--- src/design/mem_stage_pkg.sv ---
package mem_stage_pkg;

  typedef logic [31:0] reg_data_t;
  typedef logic [4:0]  reg_addr_t;

  localparam int lsu_op_width = 3;

  // loads take the five low codes, stores the three top codes.
  typedef enum logic [lsu_op_width-1:0] {
    LB  = 3'd0,
    LH  = 3'd1,
    LW  = 3'd2,
    LBU = 3'd3,
    LHU = 3'd4,
    SB  = 3'd5,
    SH  = 3'd6,
    SW  = 3'd7
  } lsu_op_e;

  // one 64-bit data beat, seen as bytes, halfwords or words.
  typedef union packed {
    logic [7:0][7:0]  bytes;
    logic [3:0][15:0] halves;
    logic [1:0][31:0] words;
  } axi_beat_u;

  localparam logic [1:0] axi_resp_okay   = 2'b00;
  localparam logic [1:0] axi_resp_slverr = 2'b10;

  function automatic logic lsu_is_store(lsu_op_e op);
    return op inside {SB, SH, SW};
  endfunction

endpackage

--- src/design/lsu_bus_if.sv ---
`timescale 1ns/10ps

interface lsu_bus_if (
  input logic clk,
  input logic rst_n
);

  logic                     req_valid;
  logic                     req_write;
  logic [31:0]              req_addr;
  mem_stage_pkg::axi_beat_u req_wdata;
  logic [7:0]               req_wstrb;
  logic                     req_ready;
  logic                     resp_valid;
  mem_stage_pkg::axi_beat_u resp_rdata;
  logic                     resp_err;

  modport stage (
    output req_valid,
    output req_write,
    output req_addr,
    output req_wdata,
    output req_wstrb,
    input  req_ready,
    input  resp_valid,
    input  resp_rdata,
    input  resp_err
  );

  modport master (
    input  req_valid,
    input  req_write,
    input  req_addr,
    input  req_wdata,
    input  req_wstrb,
    output req_ready,
    output resp_valid,
    output resp_rdata,
    output resp_err
  );

  // a stalled request keeps its fields until the master takes it.
  a_req_hold: assert property (@(posedge clk) disable iff (!rst_n)
    req_valid && !req_ready |=> req_valid && $stable(req_addr) && $stable(req_write)
      && $stable(req_wdata) && $stable(req_wstrb));

  // one response pulse per request.
  a_resp_pulse: assert property (@(posedge clk) disable iff (!rst_n)
    resp_valid |=> !resp_valid);

endinterface

--- src/design/lsu_align.sv ---
`timescale 1ns/10ps

module lsu_align (
  input  mem_stage_pkg::lsu_op_e   lsu_op,
  input  logic [2:0]               addr_low,
  input  mem_stage_pkg::reg_data_t store_data,
  input  mem_stage_pkg::axi_beat_u rdata,
  output mem_stage_pkg::axi_beat_u wdata,
  output logic [7:0]               wstrb,
  output mem_stage_pkg::reg_data_t load_data,
  output logic                     misaligned
);

  logic [7:0]  byte_sel;
  logic [15:0] half_sel;
  logic [31:0] word_sel;
  logic        is_store;

  assign is_store = mem_stage_pkg::lsu_is_store(lsu_op);
  assign byte_sel = rdata.bytes[addr_low];
  assign half_sel = rdata.halves[addr_low[2:1]];
  assign word_sel = rdata.words[addr_low[2]];

  always_comb begin
    case (lsu_op)
      mem_stage_pkg::LH, mem_stage_pkg::LHU, mem_stage_pkg::SH: misaligned = addr_low[0];
      mem_stage_pkg::LW, mem_stage_pkg::SW: misaligned = (addr_low[1:0] != 2'b00);
      default: misaligned = 1'b0;
    endcase
  end

  // ============================================================
  // store side
  // ============================================================
  always_comb begin
    wdata = '0;
    wstrb = 8'h00;
    case (lsu_op)
      mem_stage_pkg::SB: begin
        wdata.bytes = {8{store_data[7:0]}};
        wstrb       = 8'h01 << addr_low;
      end
      mem_stage_pkg::SH: begin
        wdata.halves = {4{store_data[15:0]}};
        wstrb        = 8'h03 << {addr_low[2:1], 1'b0};
      end
      mem_stage_pkg::SW: begin
        wdata.words = {2{store_data}};
        wstrb       = 8'h0f << {addr_low[2], 2'b00};
      end
      default: wstrb = 8'h00;
    endcase
    // no lane gets written for a misaligned store.
    if (misaligned) begin
      wstrb = 8'h00;
    end
  end

  // ============================================================
  // load side
  // ============================================================
  always_comb begin
    case (lsu_op)
      mem_stage_pkg::LB:  load_data = {{24{byte_sel[7]}}, byte_sel};
      mem_stage_pkg::LBU: load_data = {24'h000000, byte_sel};
      mem_stage_pkg::LH:  load_data = {{16{half_sel[15]}}, half_sel};
      mem_stage_pkg::LHU: load_data = {16'h0000, half_sel};
      default:            load_data = word_sel;
    endcase
  end

  always_comb begin
    if (is_store && !misaligned) begin
      a_store_strobe: assert (wstrb != 8'h00)
        else $error("aligned store produced an empty strobe");
    end
  end

endmodule

--- src/design/axi_lsu_master.sv ---
`timescale 1ns/10ps

module axi_lsu_master #(
  parameter logic [2:0] bus_prot = 3'b000
) (
  input  logic        clk,
  input  logic        rst_n,
  lsu_bus_if.master   bus,

  output logic        awid,
  output logic [31:0] awaddr,
  output logic [7:0]  awlen,
  output logic [2:0]  awsize,
  output logic [1:0]  awburst,
  output logic        awlock,
  output logic [3:0]  awcache,
  output logic [2:0]  awprot,
  output logic        awvalid,
  output logic [3:0]  awregion,
  output logic [3:0]  awqos,
  input  logic        awready,

  output logic [63:0] wdata,
  output logic [7:0]  wstrb,
  output logic        wlast,
  output logic        wvalid,
  input  logic        wready,

  input  logic        bid,
  input  logic [1:0]  bresp,
  input  logic        bvalid,
  output logic        bready,

  output logic        arid,
  output logic [31:0] araddr,
  output logic [7:0]  arlen,
  output logic [2:0]  arsize,
  output logic [1:0]  arburst,
  output logic        arlock,
  output logic [3:0]  arcache,
  output logic [2:0]  arprot,
  output logic        arvalid,
  output logic [3:0]  arqos,
  output logic [3:0]  arregion,
  input  logic        arready,

  input  logic        rid,
  input  logic [63:0] rdata,
  input  logic [1:0]  rresp,
  input  logic        rlast,
  input  logic        rvalid,
  output logic        rready
);

  typedef enum logic [2:0] {
    st_idle,
    st_wr,
    st_wr_resp,
    st_rd_addr,
    st_rd_data
  } state_e;

  state_e      state_q;
  state_e      state_d;
  logic [28:0] beat_addr_q;
  logic [63:0] wdata_q;
  logic [7:0]  wstrb_q;
  logic        aw_done_q;
  logic        w_done_q;
  logic        req_fire;
  logic        aw_fire;
  logic        w_fire;

  assign req_fire = bus.req_valid && bus.req_ready;
  assign aw_fire  = awvalid && awready;
  assign w_fire   = wvalid && wready;

  // aw and w may complete in either order.
  always_comb begin
    state_d = state_q;
    case (state_q)
      st_idle: begin
        if (req_fire) begin
          state_d = bus.req_write ? st_wr : st_rd_addr;
        end
      end
      st_wr: begin
        if ((aw_done_q || aw_fire) && (w_done_q || w_fire)) begin
          state_d = st_wr_resp;
        end
      end
      st_wr_resp: begin
        if (bvalid) begin
          state_d = st_idle;
        end
      end
      st_rd_addr: begin
        if (arready) begin
          state_d = st_rd_data;
        end
      end
      st_rd_data: begin
        if (rvalid) begin
          state_d = st_idle;
        end
      end
      default: state_d = st_idle;
    endcase
  end

  always_ff @(posedge clk or negedge rst_n) begin
    if (!rst_n) begin
      state_q   <= st_idle;
      aw_done_q <= 1'b0;
      w_done_q  <= 1'b0;
    end else begin
      state_q <= state_d;
      if (state_d != st_wr) begin
        aw_done_q <= 1'b0;
        w_done_q  <= 1'b0;
      end else begin
        if (aw_fire) begin
          aw_done_q <= 1'b1;
        end
        if (w_fire) begin
          w_done_q <= 1'b1;
        end
      end
    end
  end

  always_ff @(posedge clk) begin
    if (req_fire) begin
      beat_addr_q <= bus.req_addr[31:3];
      wdata_q     <= bus.req_wdata;
      wstrb_q     <= bus.req_wstrb;
    end
  end

  assign bus.req_ready  = (state_q == st_idle);
  assign bus.resp_valid = ((state_q == st_wr_resp) && bvalid) ||
                          ((state_q == st_rd_data) && rvalid);
  assign bus.resp_err   = (state_q == st_wr_resp) ? (bresp != mem_stage_pkg::axi_resp_okay)
                                                  : (rresp != mem_stage_pkg::axi_resp_okay);
  assign bus.resp_rdata = rdata;

  // single beat of 8 bytes, id 0, incr burst.
  assign awid     = 1'b0;
  assign awaddr   = {beat_addr_q, 3'b000};
  assign awlen    = 8'd0;
  assign awsize   = 3'd3;
  assign awburst  = 2'b01;
  assign awlock   = 1'b0;
  assign awcache  = 4'b0000;
  assign awprot   = bus_prot;
  assign awvalid  = (state_q == st_wr) && !aw_done_q;
  assign awregion = 4'd0;
  assign awqos    = 4'd0;

  assign wdata  = wdata_q;
  assign wstrb  = wstrb_q;
  assign wlast  = 1'b1;
  assign wvalid = (state_q == st_wr) && !w_done_q;
  assign bready = (state_q == st_wr_resp);

  assign arid     = 1'b0;
  assign araddr   = {beat_addr_q, 3'b000};
  assign arlen    = 8'd0;
  assign arsize   = 3'd3;
  assign arburst  = 2'b01;
  assign arlock   = 1'b0;
  assign arcache  = 4'b0000;
  assign arprot   = bus_prot;
  assign arvalid  = (state_q == st_rd_addr);
  assign arqos    = 4'd0;
  assign arregion = 4'd0;
  assign rready   = (state_q == st_rd_data);

  a_aw_stable: assert property (@(posedge clk) disable iff (!rst_n)
    awvalid && !awready |=> awvalid && $stable(awaddr));

  a_ar_stable: assert property (@(posedge clk) disable iff (!rst_n)
    arvalid && !arready |=> arvalid && $stable(araddr));

  a_r_single: assert property (@(posedge clk) disable iff (!rst_n)
    rvalid |-> rlast && (rid == 1'b0));

  a_b_id: assert property (@(posedge clk) disable iff (!rst_n)
    bvalid |-> (bid == 1'b0));

endmodule

--- src/design/mem_stage.sv ---
`timescale 1ns/10ps

module mem_stage (
  input  logic                     clk,
  input  logic                     rst_n,
  input  logic                     m_valid,
  output logic                     m_ready,
  input  logic                     lsu_m,
  input  mem_stage_pkg::lsu_op_e   lsu_op_m,
  input  mem_stage_pkg::reg_data_t alu_res_m,
  input  mem_stage_pkg::reg_data_t store_data_m,
  input  mem_stage_pkg::reg_addr_t rd_addr_m,
  input  logic                     rd_en_m,
  lsu_bus_if.stage                 bus,
  output logic                     wb_valid,
  output logic                     rd_en_wb,
  output mem_stage_pkg::reg_addr_t rd_addr_wb,
  output mem_stage_pkg::reg_data_t rd_data_wb,
  output logic                     exc_wb
);

  mem_stage_pkg::lsu_op_e   op_q;
  mem_stage_pkg::reg_addr_t rd_addr_q;
  logic                     rd_en_q;
  logic                     busy_q;
  logic                     req_valid_q;
  mem_stage_pkg::reg_data_t req_addr_q;
  mem_stage_pkg::axi_beat_u req_wdata_q;
  logic [7:0]               req_wstrb_q;
  mem_stage_pkg::lsu_op_e   align_op;
  logic [2:0]               align_low;
  mem_stage_pkg::axi_beat_u align_wdata;
  logic [7:0]               align_wstrb;
  mem_stage_pkg::reg_data_t load_data;
  logic                     misaligned;
  logic                     accept;
  logic                     issue;

  // the aligner checks the incoming op while idle and the held op while busy.
  assign align_op  = busy_q ? op_q : lsu_op_m;
  assign align_low = busy_q ? req_addr_q[2:0] : alu_res_m[2:0];

  lsu_align u_align (
    .lsu_op     (align_op),
    .addr_low   (align_low),
    .store_data (store_data_m),
    .rdata      (bus.resp_rdata),
    .wdata      (align_wdata),
    .wstrb      (align_wstrb),
    .load_data  (load_data),
    .misaligned (misaligned)
  );

  assign m_ready = !busy_q;
  assign accept  = m_valid && m_ready;
  assign issue   = accept && lsu_m && !misaligned;

  assign bus.req_valid = req_valid_q;
  assign bus.req_write = mem_stage_pkg::lsu_is_store(op_q);
  assign bus.req_addr  = req_addr_q;
  assign bus.req_wdata = req_wdata_q;
  assign bus.req_wstrb = req_wstrb_q;

  always_ff @(posedge clk or negedge rst_n) begin
    if (!rst_n) begin
      busy_q      <= 1'b0;
      req_valid_q <= 1'b0;
      wb_valid    <= 1'b0;
      rd_en_wb    <= 1'b0;
      exc_wb      <= 1'b0;
    end else begin
      wb_valid <= 1'b0;
      rd_en_wb <= 1'b0;
      exc_wb   <= 1'b0;
      if (issue) begin
        busy_q      <= 1'b1;
        req_valid_q <= 1'b1;
      end else if (accept) begin
        // non-memory op, or a misaligned access that retires at once.
        wb_valid <= 1'b1;
        rd_en_wb <= rd_en_m && !lsu_m;
        exc_wb   <= lsu_m;
      end
      if (bus.req_valid && bus.req_ready) begin
        req_valid_q <= 1'b0;
      end
      if (bus.resp_valid) begin
        busy_q   <= 1'b0;
        wb_valid <= 1'b1;
        rd_en_wb <= rd_en_q && !mem_stage_pkg::lsu_is_store(op_q) && !bus.resp_err;
        exc_wb   <= bus.resp_err;
      end
    end
  end

  always_ff @(posedge clk) begin
    if (issue) begin
      op_q        <= lsu_op_m;
      rd_addr_q   <= rd_addr_m;
      rd_en_q     <= rd_en_m;
      req_addr_q  <= alu_res_m;
      req_wdata_q <= align_wdata;
      req_wstrb_q <= align_wstrb;
    end
    if (accept && !issue) begin
      rd_addr_wb <= rd_addr_m;
      rd_data_wb <= alu_res_m;
    end
    if (bus.resp_valid) begin
      rd_addr_wb <= rd_addr_q;
      rd_data_wb <= load_data;
    end
  end

  a_no_accept_busy: assert property (@(posedge clk) disable iff (!rst_n)
    (busy_q || bus.req_valid) |-> !(m_valid && m_ready));

endmodule

--- src/design/mem_subsys_top.sv ---
`timescale 1ns/10ps

module mem_subsys_top #(
  parameter logic [2:0] bus_prot = 3'b000
) (
  input  logic                     clk,
  input  logic                     rst_n,

  input  logic                     m_valid,
  output logic                     m_ready,
  input  logic                     lsu_m,
  input  mem_stage_pkg::lsu_op_e   lsu_op_m,
  input  mem_stage_pkg::reg_data_t alu_res_m,
  input  mem_stage_pkg::reg_data_t store_data_m,
  input  mem_stage_pkg::reg_addr_t rd_addr_m,
  input  logic                     rd_en_m,

  output logic                     wb_valid,
  output logic                     rd_en_wb,
  output mem_stage_pkg::reg_addr_t rd_addr_wb,
  output mem_stage_pkg::reg_data_t rd_data_wb,
  output logic                     exc_wb,

  output logic                     awid,
  output logic [31:0]              awaddr,
  output logic [7:0]               awlen,
  output logic [2:0]               awsize,
  output logic [1:0]               awburst,
  output logic                     awlock,
  output logic [3:0]               awcache,
  output logic [2:0]               awprot,
  output logic                     awvalid,
  output logic [3:0]               awregion,
  output logic [3:0]               awqos,
  input  logic                     awready,

  output logic [63:0]              wdata,
  output logic [7:0]               wstrb,
  output logic                     wlast,
  output logic                     wvalid,
  input  logic                     wready,

  input  logic                     bid,
  input  logic [1:0]               bresp,
  input  logic                     bvalid,
  output logic                     bready,

  output logic                     arid,
  output logic [31:0]              araddr,
  output logic [7:0]               arlen,
  output logic [2:0]               arsize,
  output logic [1:0]               arburst,
  output logic                     arlock,
  output logic [3:0]               arcache,
  output logic [2:0]               arprot,
  output logic                     arvalid,
  output logic [3:0]               arqos,
  output logic [3:0]               arregion,
  input  logic                     arready,

  input  logic                     rid,
  input  logic [63:0]              rdata,
  input  logic [1:0]               rresp,
  input  logic                     rlast,
  input  logic                     rvalid,
  output logic                     rready
);

  lsu_bus_if bus (
    .clk   (clk),
    .rst_n (rst_n)
  );

  // pipeline and writeback ports share names with the top level.
  mem_stage u_stage (
    .bus (bus.stage),
    .*
  );

  axi_lsu_master #(
    .bus_prot (bus_prot)
  ) u_master (
    .bus (bus.master),
    .*
  );

endmodule

--- config.mk ---
export PLATFORM = sky130hd
export DESIGN_NAME = mem_subsys_top
export DESIGN_NICKNAME = d
export VERILOG_FILES = /design/src/design/mem_stage_pkg.sv /design/src/design/lsu_bus_if.sv /design/src/design/lsu_align.sv /design/src/design/axi_lsu_master.sv /design/src/design/mem_stage.sv /design/src/design/mem_subsys_top.sv
export SDC_FILE = /design/constraint.sdc
export NUM_CORES = 1
export LEC_CHECK = 0
export BUFFER_PORTS_ARGS = -buffer_cell sky130_fd_sc_hd__buf_2
export CAP_MARGIN = 5
export CORE_MARGIN = 8
export CORE_UTILIZATION = 36
export CTS_BUF_LIST = sky130_fd_sc_hd__clkbuf_4
export CTS_CLUSTER_SIZE = 30
export DETAILED_ROUTE_END_ITERATION = 7
export GPL_TIMING_DRIVEN = 1
export SLEW_MARGIN = 20
export SYNTH_ARGS = -nofsm -noshare
export SYNTH_HDL_FRONTEND = slang
export SYNTH_SLANG_ARGS = --single-unit
--- constraint.sdc ---
create_clock -name clk -period 9.64 [get_ports clk]
set_clock_uncertainty 0.05 [all_clocks]
set_input_delay 0 -clock clk [delete_from_list [all_inputs] [get_ports clk]]
set_output_delay 0 -clock clk [all_outputs]
set_load 0.03 [all_outputs]
* Word level (Yosys, flattened, before mapping) *
Index checks and enable logic that the tools add are counted.

word-level totals
  flip-flop bits (word level) = 261
  input bits = 153
  logic and storage cells = 119
  output and inout port bits = 243

cells by class
  mux-type cells = 40
  equality and inequality tests = 15
  $lt $le $gt $ge = 3
  reductions and logical operators = 39
  shift operators = 3

operator list
  operator                                                                       count
  64-bit one-hot mux with 3 select lines                                         1
  32-bit two-way mux                                                             4
  32-bit one-hot mux with 4 select lines                                         1
  16-bit binary-select mux with 2-bit select                                     1
  8-bit binary-select mux with 3-bit select                                      1
  3-bit equality test (second input constant)                                    8
  8-bit one-hot mux with 3 select lines                                          1
  3-bit two-way mux                                                              7
  1-bit two-way mux                                                              17
  16-bit two-way mux                                                             1
  2-bit nonzero test                                                             8
  1-bit logical AND                                                              15
  3-bit one-hot mux with 5 select lines                                          1
  3-bit by 2-bit equality test with 1-bit output (second input constant)         4
  5-bit two-way mux                                                              2
  1-bit zero test                                                                8
  8-bit two-way mux                                                              1
  1-bit by 3-bit << shifter with 8-bit output (first input constant)             1
  2-bit by 3-bit << shifter with 8-bit output (first input constant)             1
  4-bit by 3-bit << shifter with 8-bit output (first input constant)             1
  3-bit by 1-bit equality test with 1-bit output (second input constant)         2
  3-bit zero test                                                                2
  3-bit by 4-bit less-than comparator with 1-bit output (second input constant)  1
  1-bit logical OR                                                               3
  8 further kinds                                                                8

* Depth between registers and ports, before layout *
  word-level depth = 10
  depth in mapped cells = 11
  gate-level depth less buffers = 6

* Modules after synthesis *
A second synthesis with hierarchy kept.

second synthesis, totals
  cells, all modules = 867
  area total of the unflattened synthesis = 12,464.5 sq um

by module, submodules not included
  module          instances  seq. area each (sq um)  cells each  area each (sq um)
  mem_stage       1          4,629.4                 218         5,461.5
  axi_lsu_master  1          3,158.0                 307         4,631.9
  lsu_align       1          0.0                     342         2,371.0

* Least setup slack after synthesis *
No wires, ideal clock.

  path type = reg-to-reg
  from = register u_master.state_q[1]
  to = register u_stage.req_valid_q (netlist: u_stage.bus.req_valid)
  stages on the path, launching flop included = 4
  clock period less this slack = 8.565 ns
  path slack = 1.075 ns
  data arrival time = 8.390 ns
  path buffers = 1
  data required time = 9.465 ns
  library setup time = 0.125 ns
  cells stage by stage = dfrtp_1 > clkbuf_1 > nor4b_1 > o21ba_2

on the way
  cells in the longest elaborated chain, start to end = 3
  elaborated cells between the ends (all ways) = 4
  classes of those cells = 1 x mux; 3 x reduce/logical

RTL lines
  element                                                  line                   RTL
  from (decl)                                              axi_lsu_master.sv:63   state_e state_q;
  from (signal assigned)                                   axi_lsu_master.sv:113  state_q <= st_idle;
  from (signal assigned)                                   axi_lsu_master.sv:117  state_q <= state_d;
  3-bit zero test *                                        axi_lsu_master.sv:140  assign bus.req_ready = (state_q == st_idle);
  1-bit logical AND *                                      --
  net u_master.req_fire                                    axi_lsu_master.sv:70   logic req_fire;
  1-bit two-way mux or 2-bit nonzero test (tied branches)  --
  to (signal assigned)                                     mem_stage.sv:67        req_valid_q <= 1'b0;
  to (signal assigned)                                     mem_stage.sv:77        req_valid_q <= 1'b1;
  to (signal assigned)                                     mem_stage.sv:85        req_valid_q <= 1'b0;
  to (decl)                                                mem_stage.sv:26        logic req_valid_q;

The timed path passes the listed nets; every way through them passes the cells marked *.
A chain may end at the register's enable or synchronous reset.

* Worst setup path in the final report *
  from = register u_stage.busy_q
  to = register u_stage.rd_data_wb[14], data pin

on the way
  cells in the longest elaborated chain, start to end = 5
  elaborated cells between the ends (all ways) = 14
  classes of those cells = 3 x eq/ne; 10 x mux; 1 x reduce/logical

RTL lines
  element                                                                  line              RTL
  from (decl)                                                              mem_stage.sv:25   logic busy_q;
  from (signal assigned)                                                   mem_stage.sv:66   busy_q <= 1'b0;
  from (signal assigned)                                                   mem_stage.sv:76   busy_q <= 1'b1;
  from (signal assigned)                                                   mem_stage.sv:88   busy_q <= 1'b0;
  3-bit two-way mux                                                        mem_stage.sv:41   assign align_low = busy_q ? req_addr_q[2:0] : alu_res_m[2:0];
  8-bit binary-select mux with 3-bit select, or another cell as far along  lsu_align.sv:20   assign byte_sel = rdata.bytes[addr_low];
  8-bit two-way mux (not written as such), or another cell as far along    lsu_align.sv:20
  32-bit one-hot mux with 4 select lines *                                 lsu_align.sv:63   case (lsu_op)
  32-bit two-way mux *                                                     mem_stage.sv:109  if (bus.resp_valid) begin
  to (signal assigned)                                                     mem_stage.sv:107  rd_data_wb <= alu_res_m;
  to (signal assigned)                                                     mem_stage.sv:111  rd_data_wb <= load_data;
  to (decl)                                                                mem_stage.sv:18   output mem_stage_pkg::reg_data_t rd_data_wb,

Mark *: on every way between the ends. The rest lies on a longest branch, timed or not. The select of a mux whose other input is x is not followed.

==> metrics.txt <==
status completed; critical path required time 9.93 ns; Overflow after GRT 0; routability cong. 0.903; port buffer count 325; wire length of the first global-routing pass 47400 um; max-cap viol count 0; hold crit path type in -> reg; Synthesis Warnings 0; Post-Synth XOR/XNOR Area 0.335%; main combinational cell family by area after synthesis simple AND/OR/NAND/NOR gates; number of synthesized flops with an enable pin 187; vias per cell 4.92; vias in the first global route 8102; multi-input logic area 3280 um2; Crit Path Category reg -> reg; register area share after synthesis 58.2%; Hold Startpoint alu_res_m[30]; critical path, cell by cell inv_1, o31ai_1, or2_2, and2_1, nor2b_1, a21oi_1, dlygate4sd3_1; fmax 222 MHz; Worst-path clk slew 0.20 ns; slowest CP cell dfrtp_2; drt pass-1 iters 5; FF/Latch Area 5870 um2; Tot Pwr 3530 uW; post-synthesis mux area share 5.34%; Reg2Reg Setup Slack 5.13 ns; die width 183 um; CTS H-tree lvls 4; Max stage delay on crit path 1.01 ns; most common cell after layout, fill and taps aside buf_2; syn avg cell area 11.5 um2; post-CTS sizing 0; commonest non-fill, non-tap cells in the layout 325 x buf_2, 187 x edfxtp_1, 173 x dlygate4sd3_1, 136 x nand2_1, 81 x nor2_1; setup TNS 0 ns; pwr/cell area 263 nW/um2; RR Startpoint u_stage.busy_q$_DFFE_PN0P_; CP startpoint u_stage.busy_q$_DFFE_PN0P_; FILL cells 2555; crit path max fanout 43; simple-gate area share of the yosys netlist 12.6%; static leakage 0.00545 uW; synthesized area 10100 um2; clk buf depth 2; Slew @ Worst Pin 0.941 ns; Initial Utilization 36.5%; CP Buf/Inv Count 2; top-level I/O count 396; Total GRT Usage 18.3%; Critical Path AT 4.80 ns; Synth Area in Compound Gates 11.3%; CP delay by family, top simple AND/OR/NAND/NOR gates; final WL 32600 um; largest net degree at the start of global routing 53; initial antenna violation count 9; Area Overhead vs Synth 33.4%; Async S/R FF share, synth 5.08%; DRC viols 0; final period utilization 46.8%; final slew viol count 0; die area 33600 um2; layout cells sized above 1 31.4%; nets 1447; #FFs+latches synth 197; Slew Limit Headroom 37.0%; post-route ant nets 0; post-DP HPWL 23300 um; ys flop type edfxtp_1; Final Hold Fails 0; Core Footprint 27600 um2; CTS buffer count 17; initial DRC count 684; Skew-Pair Late Insertion Delay 0.57 ns; FP Rows 61; root buffer cell clkbuf_4; CP Launch Type flip-flop; CP endpoint kind flip-flop; CTS tree built; wire per inst 19.3 um; Gate Count Post-Synth 873; final setup fails 0; Sink Count 197; RSZ-0062 raised after global routing no; via total after detailed routing 8322; crit path time final 4.51 ns; Die Span Y 183 um; Netlist cell types 64; Synth Area in Adders 0%; Worst VDD drop 154 uV
-- synthesized netlist by cell type (5+ instances only) --
library cell / instances / area [um2]
nand2b_1: 7 / 43.8
mux4_2: 11 / 248
buf_4: 131 / 983
buf_2: 17 / 85.1
o22ai_1: 35 / 219
mux2i_1: 13 / 130
and2_1: 12 / 75.1
clkbuf_1: 16 / 60.1
o21ai_0: 17 / 85.1
a22oi_1: 8 / 60.1
mux2_2: 7 / 78.8
or3_1: 5 / 31.3
a31oi_1: 13 / 81.3
a21oi_1: 53 / 265
dfrtp_1: 10 / 250
nand3_1: 5 / 25.0
nor3_1: 10 / 50.1
o22a_1: 17 / 149
nor2_1: 81 / 304
edfxtp_1: 187 / 5620
nand2_1: 136 / 510
nor2b_1: 9 / 56.3
inv_1: 5 / 18.8
-- power breakdown --
part           leakage, uW  switching [uW]  internal (uW)  total, uW
Combinational      0.00341            1140            561       1700
Clock             0.000173             359            135        494
Sequential         0.00187             118           1220       1330
-- sequential cells by signal (all words and copies together), names as in the netlist, 8 cells and up --
| signal | count |
|---|---|
| u_master.beat_addr_q | 29 |
| u_master.wdata | 32 |
| u_stage.bus.req_wdata | 32 |
| u_stage.bus.req_addr | 32 |
| u_master.wstrb | 8 |
| u_stage.rd_data_wb | 32 |
| u_stage.bus.req_wstrb | 8 |
-- worst paths after layout --
check,to,depth (start not counted)
min in group asynchronous,u_stage.wb_valid$_DFF_PN0_,3
worst max register to register,u_stage.rd_data_wb[14]$_DFFE_PP_,7
worst max-delay path,u_stage.rd_data_wb[14]$_DFFE_PP_,7
worst min-delay path,u_stage.bus.req_addr[30]$_DFFE_PP_,2
worst min register to register,u_master.beat_addr_q[12]$_DFFE_PP_,0
max in group asynchronous,u_stage.busy_q$_DFFE_PN0P_,3
-- metrics by stage --
step	hold slack, ns	util [%]	std cells	setup WS [ns]	area, um2
floorplan	-0.346	-	938	1.08	10300
global placement	-0.166	41.1	1480	5.78	11300
detailed placement	-0.164	41.1	1480	5.65	11300
CTS	0.00250	48.5	1685	5.07	13400
global route	0.00289	48.6	1691	4.77	13400
finish	0.0842	48.6	1692	5.13	13400
-- layer usage --
metal	global-route usage, %	wire length [um]	part of all wire, %
met4	6.96	893	2.7
met2	29.7	15500	48
met5	0	32	0.098
met3	4.10	2640	8.1
met1	23.7	13500	41
-- what timing repair did --
| item | 4_1_cts | 5_1_grt |
|---|---|---|
| hold endpoints to repair | 128 | 0 |
| buffers inserted | 0 | 0 |
| hold buffers | 173 | 0 |
-- final cells by class --
cell class / count / share of cell area (%)
Clock buffer: 17 / 0.950
Timing Repair Buffer: 509 / 25.6
Tap cell: 378 / 3.52
Multi-Input combinational cell: 564 / 24.4
Antenna cell: 7 / 0.130
Clock inverter: 15 / 1.52
Sequential cell: 197 / 43.7
Inverter: 5 / 0.140
-- cell families after synthesis --
family / Yosys count
and+or+nand+nor: 287
DFF: 197
AOI/OAI and AO/OA: 172
muxes: 35
xor gates and xnor gates: 3
other: 2
buffers and inverters: 177
Note: power is estimated with default switching activity, not from simulation.
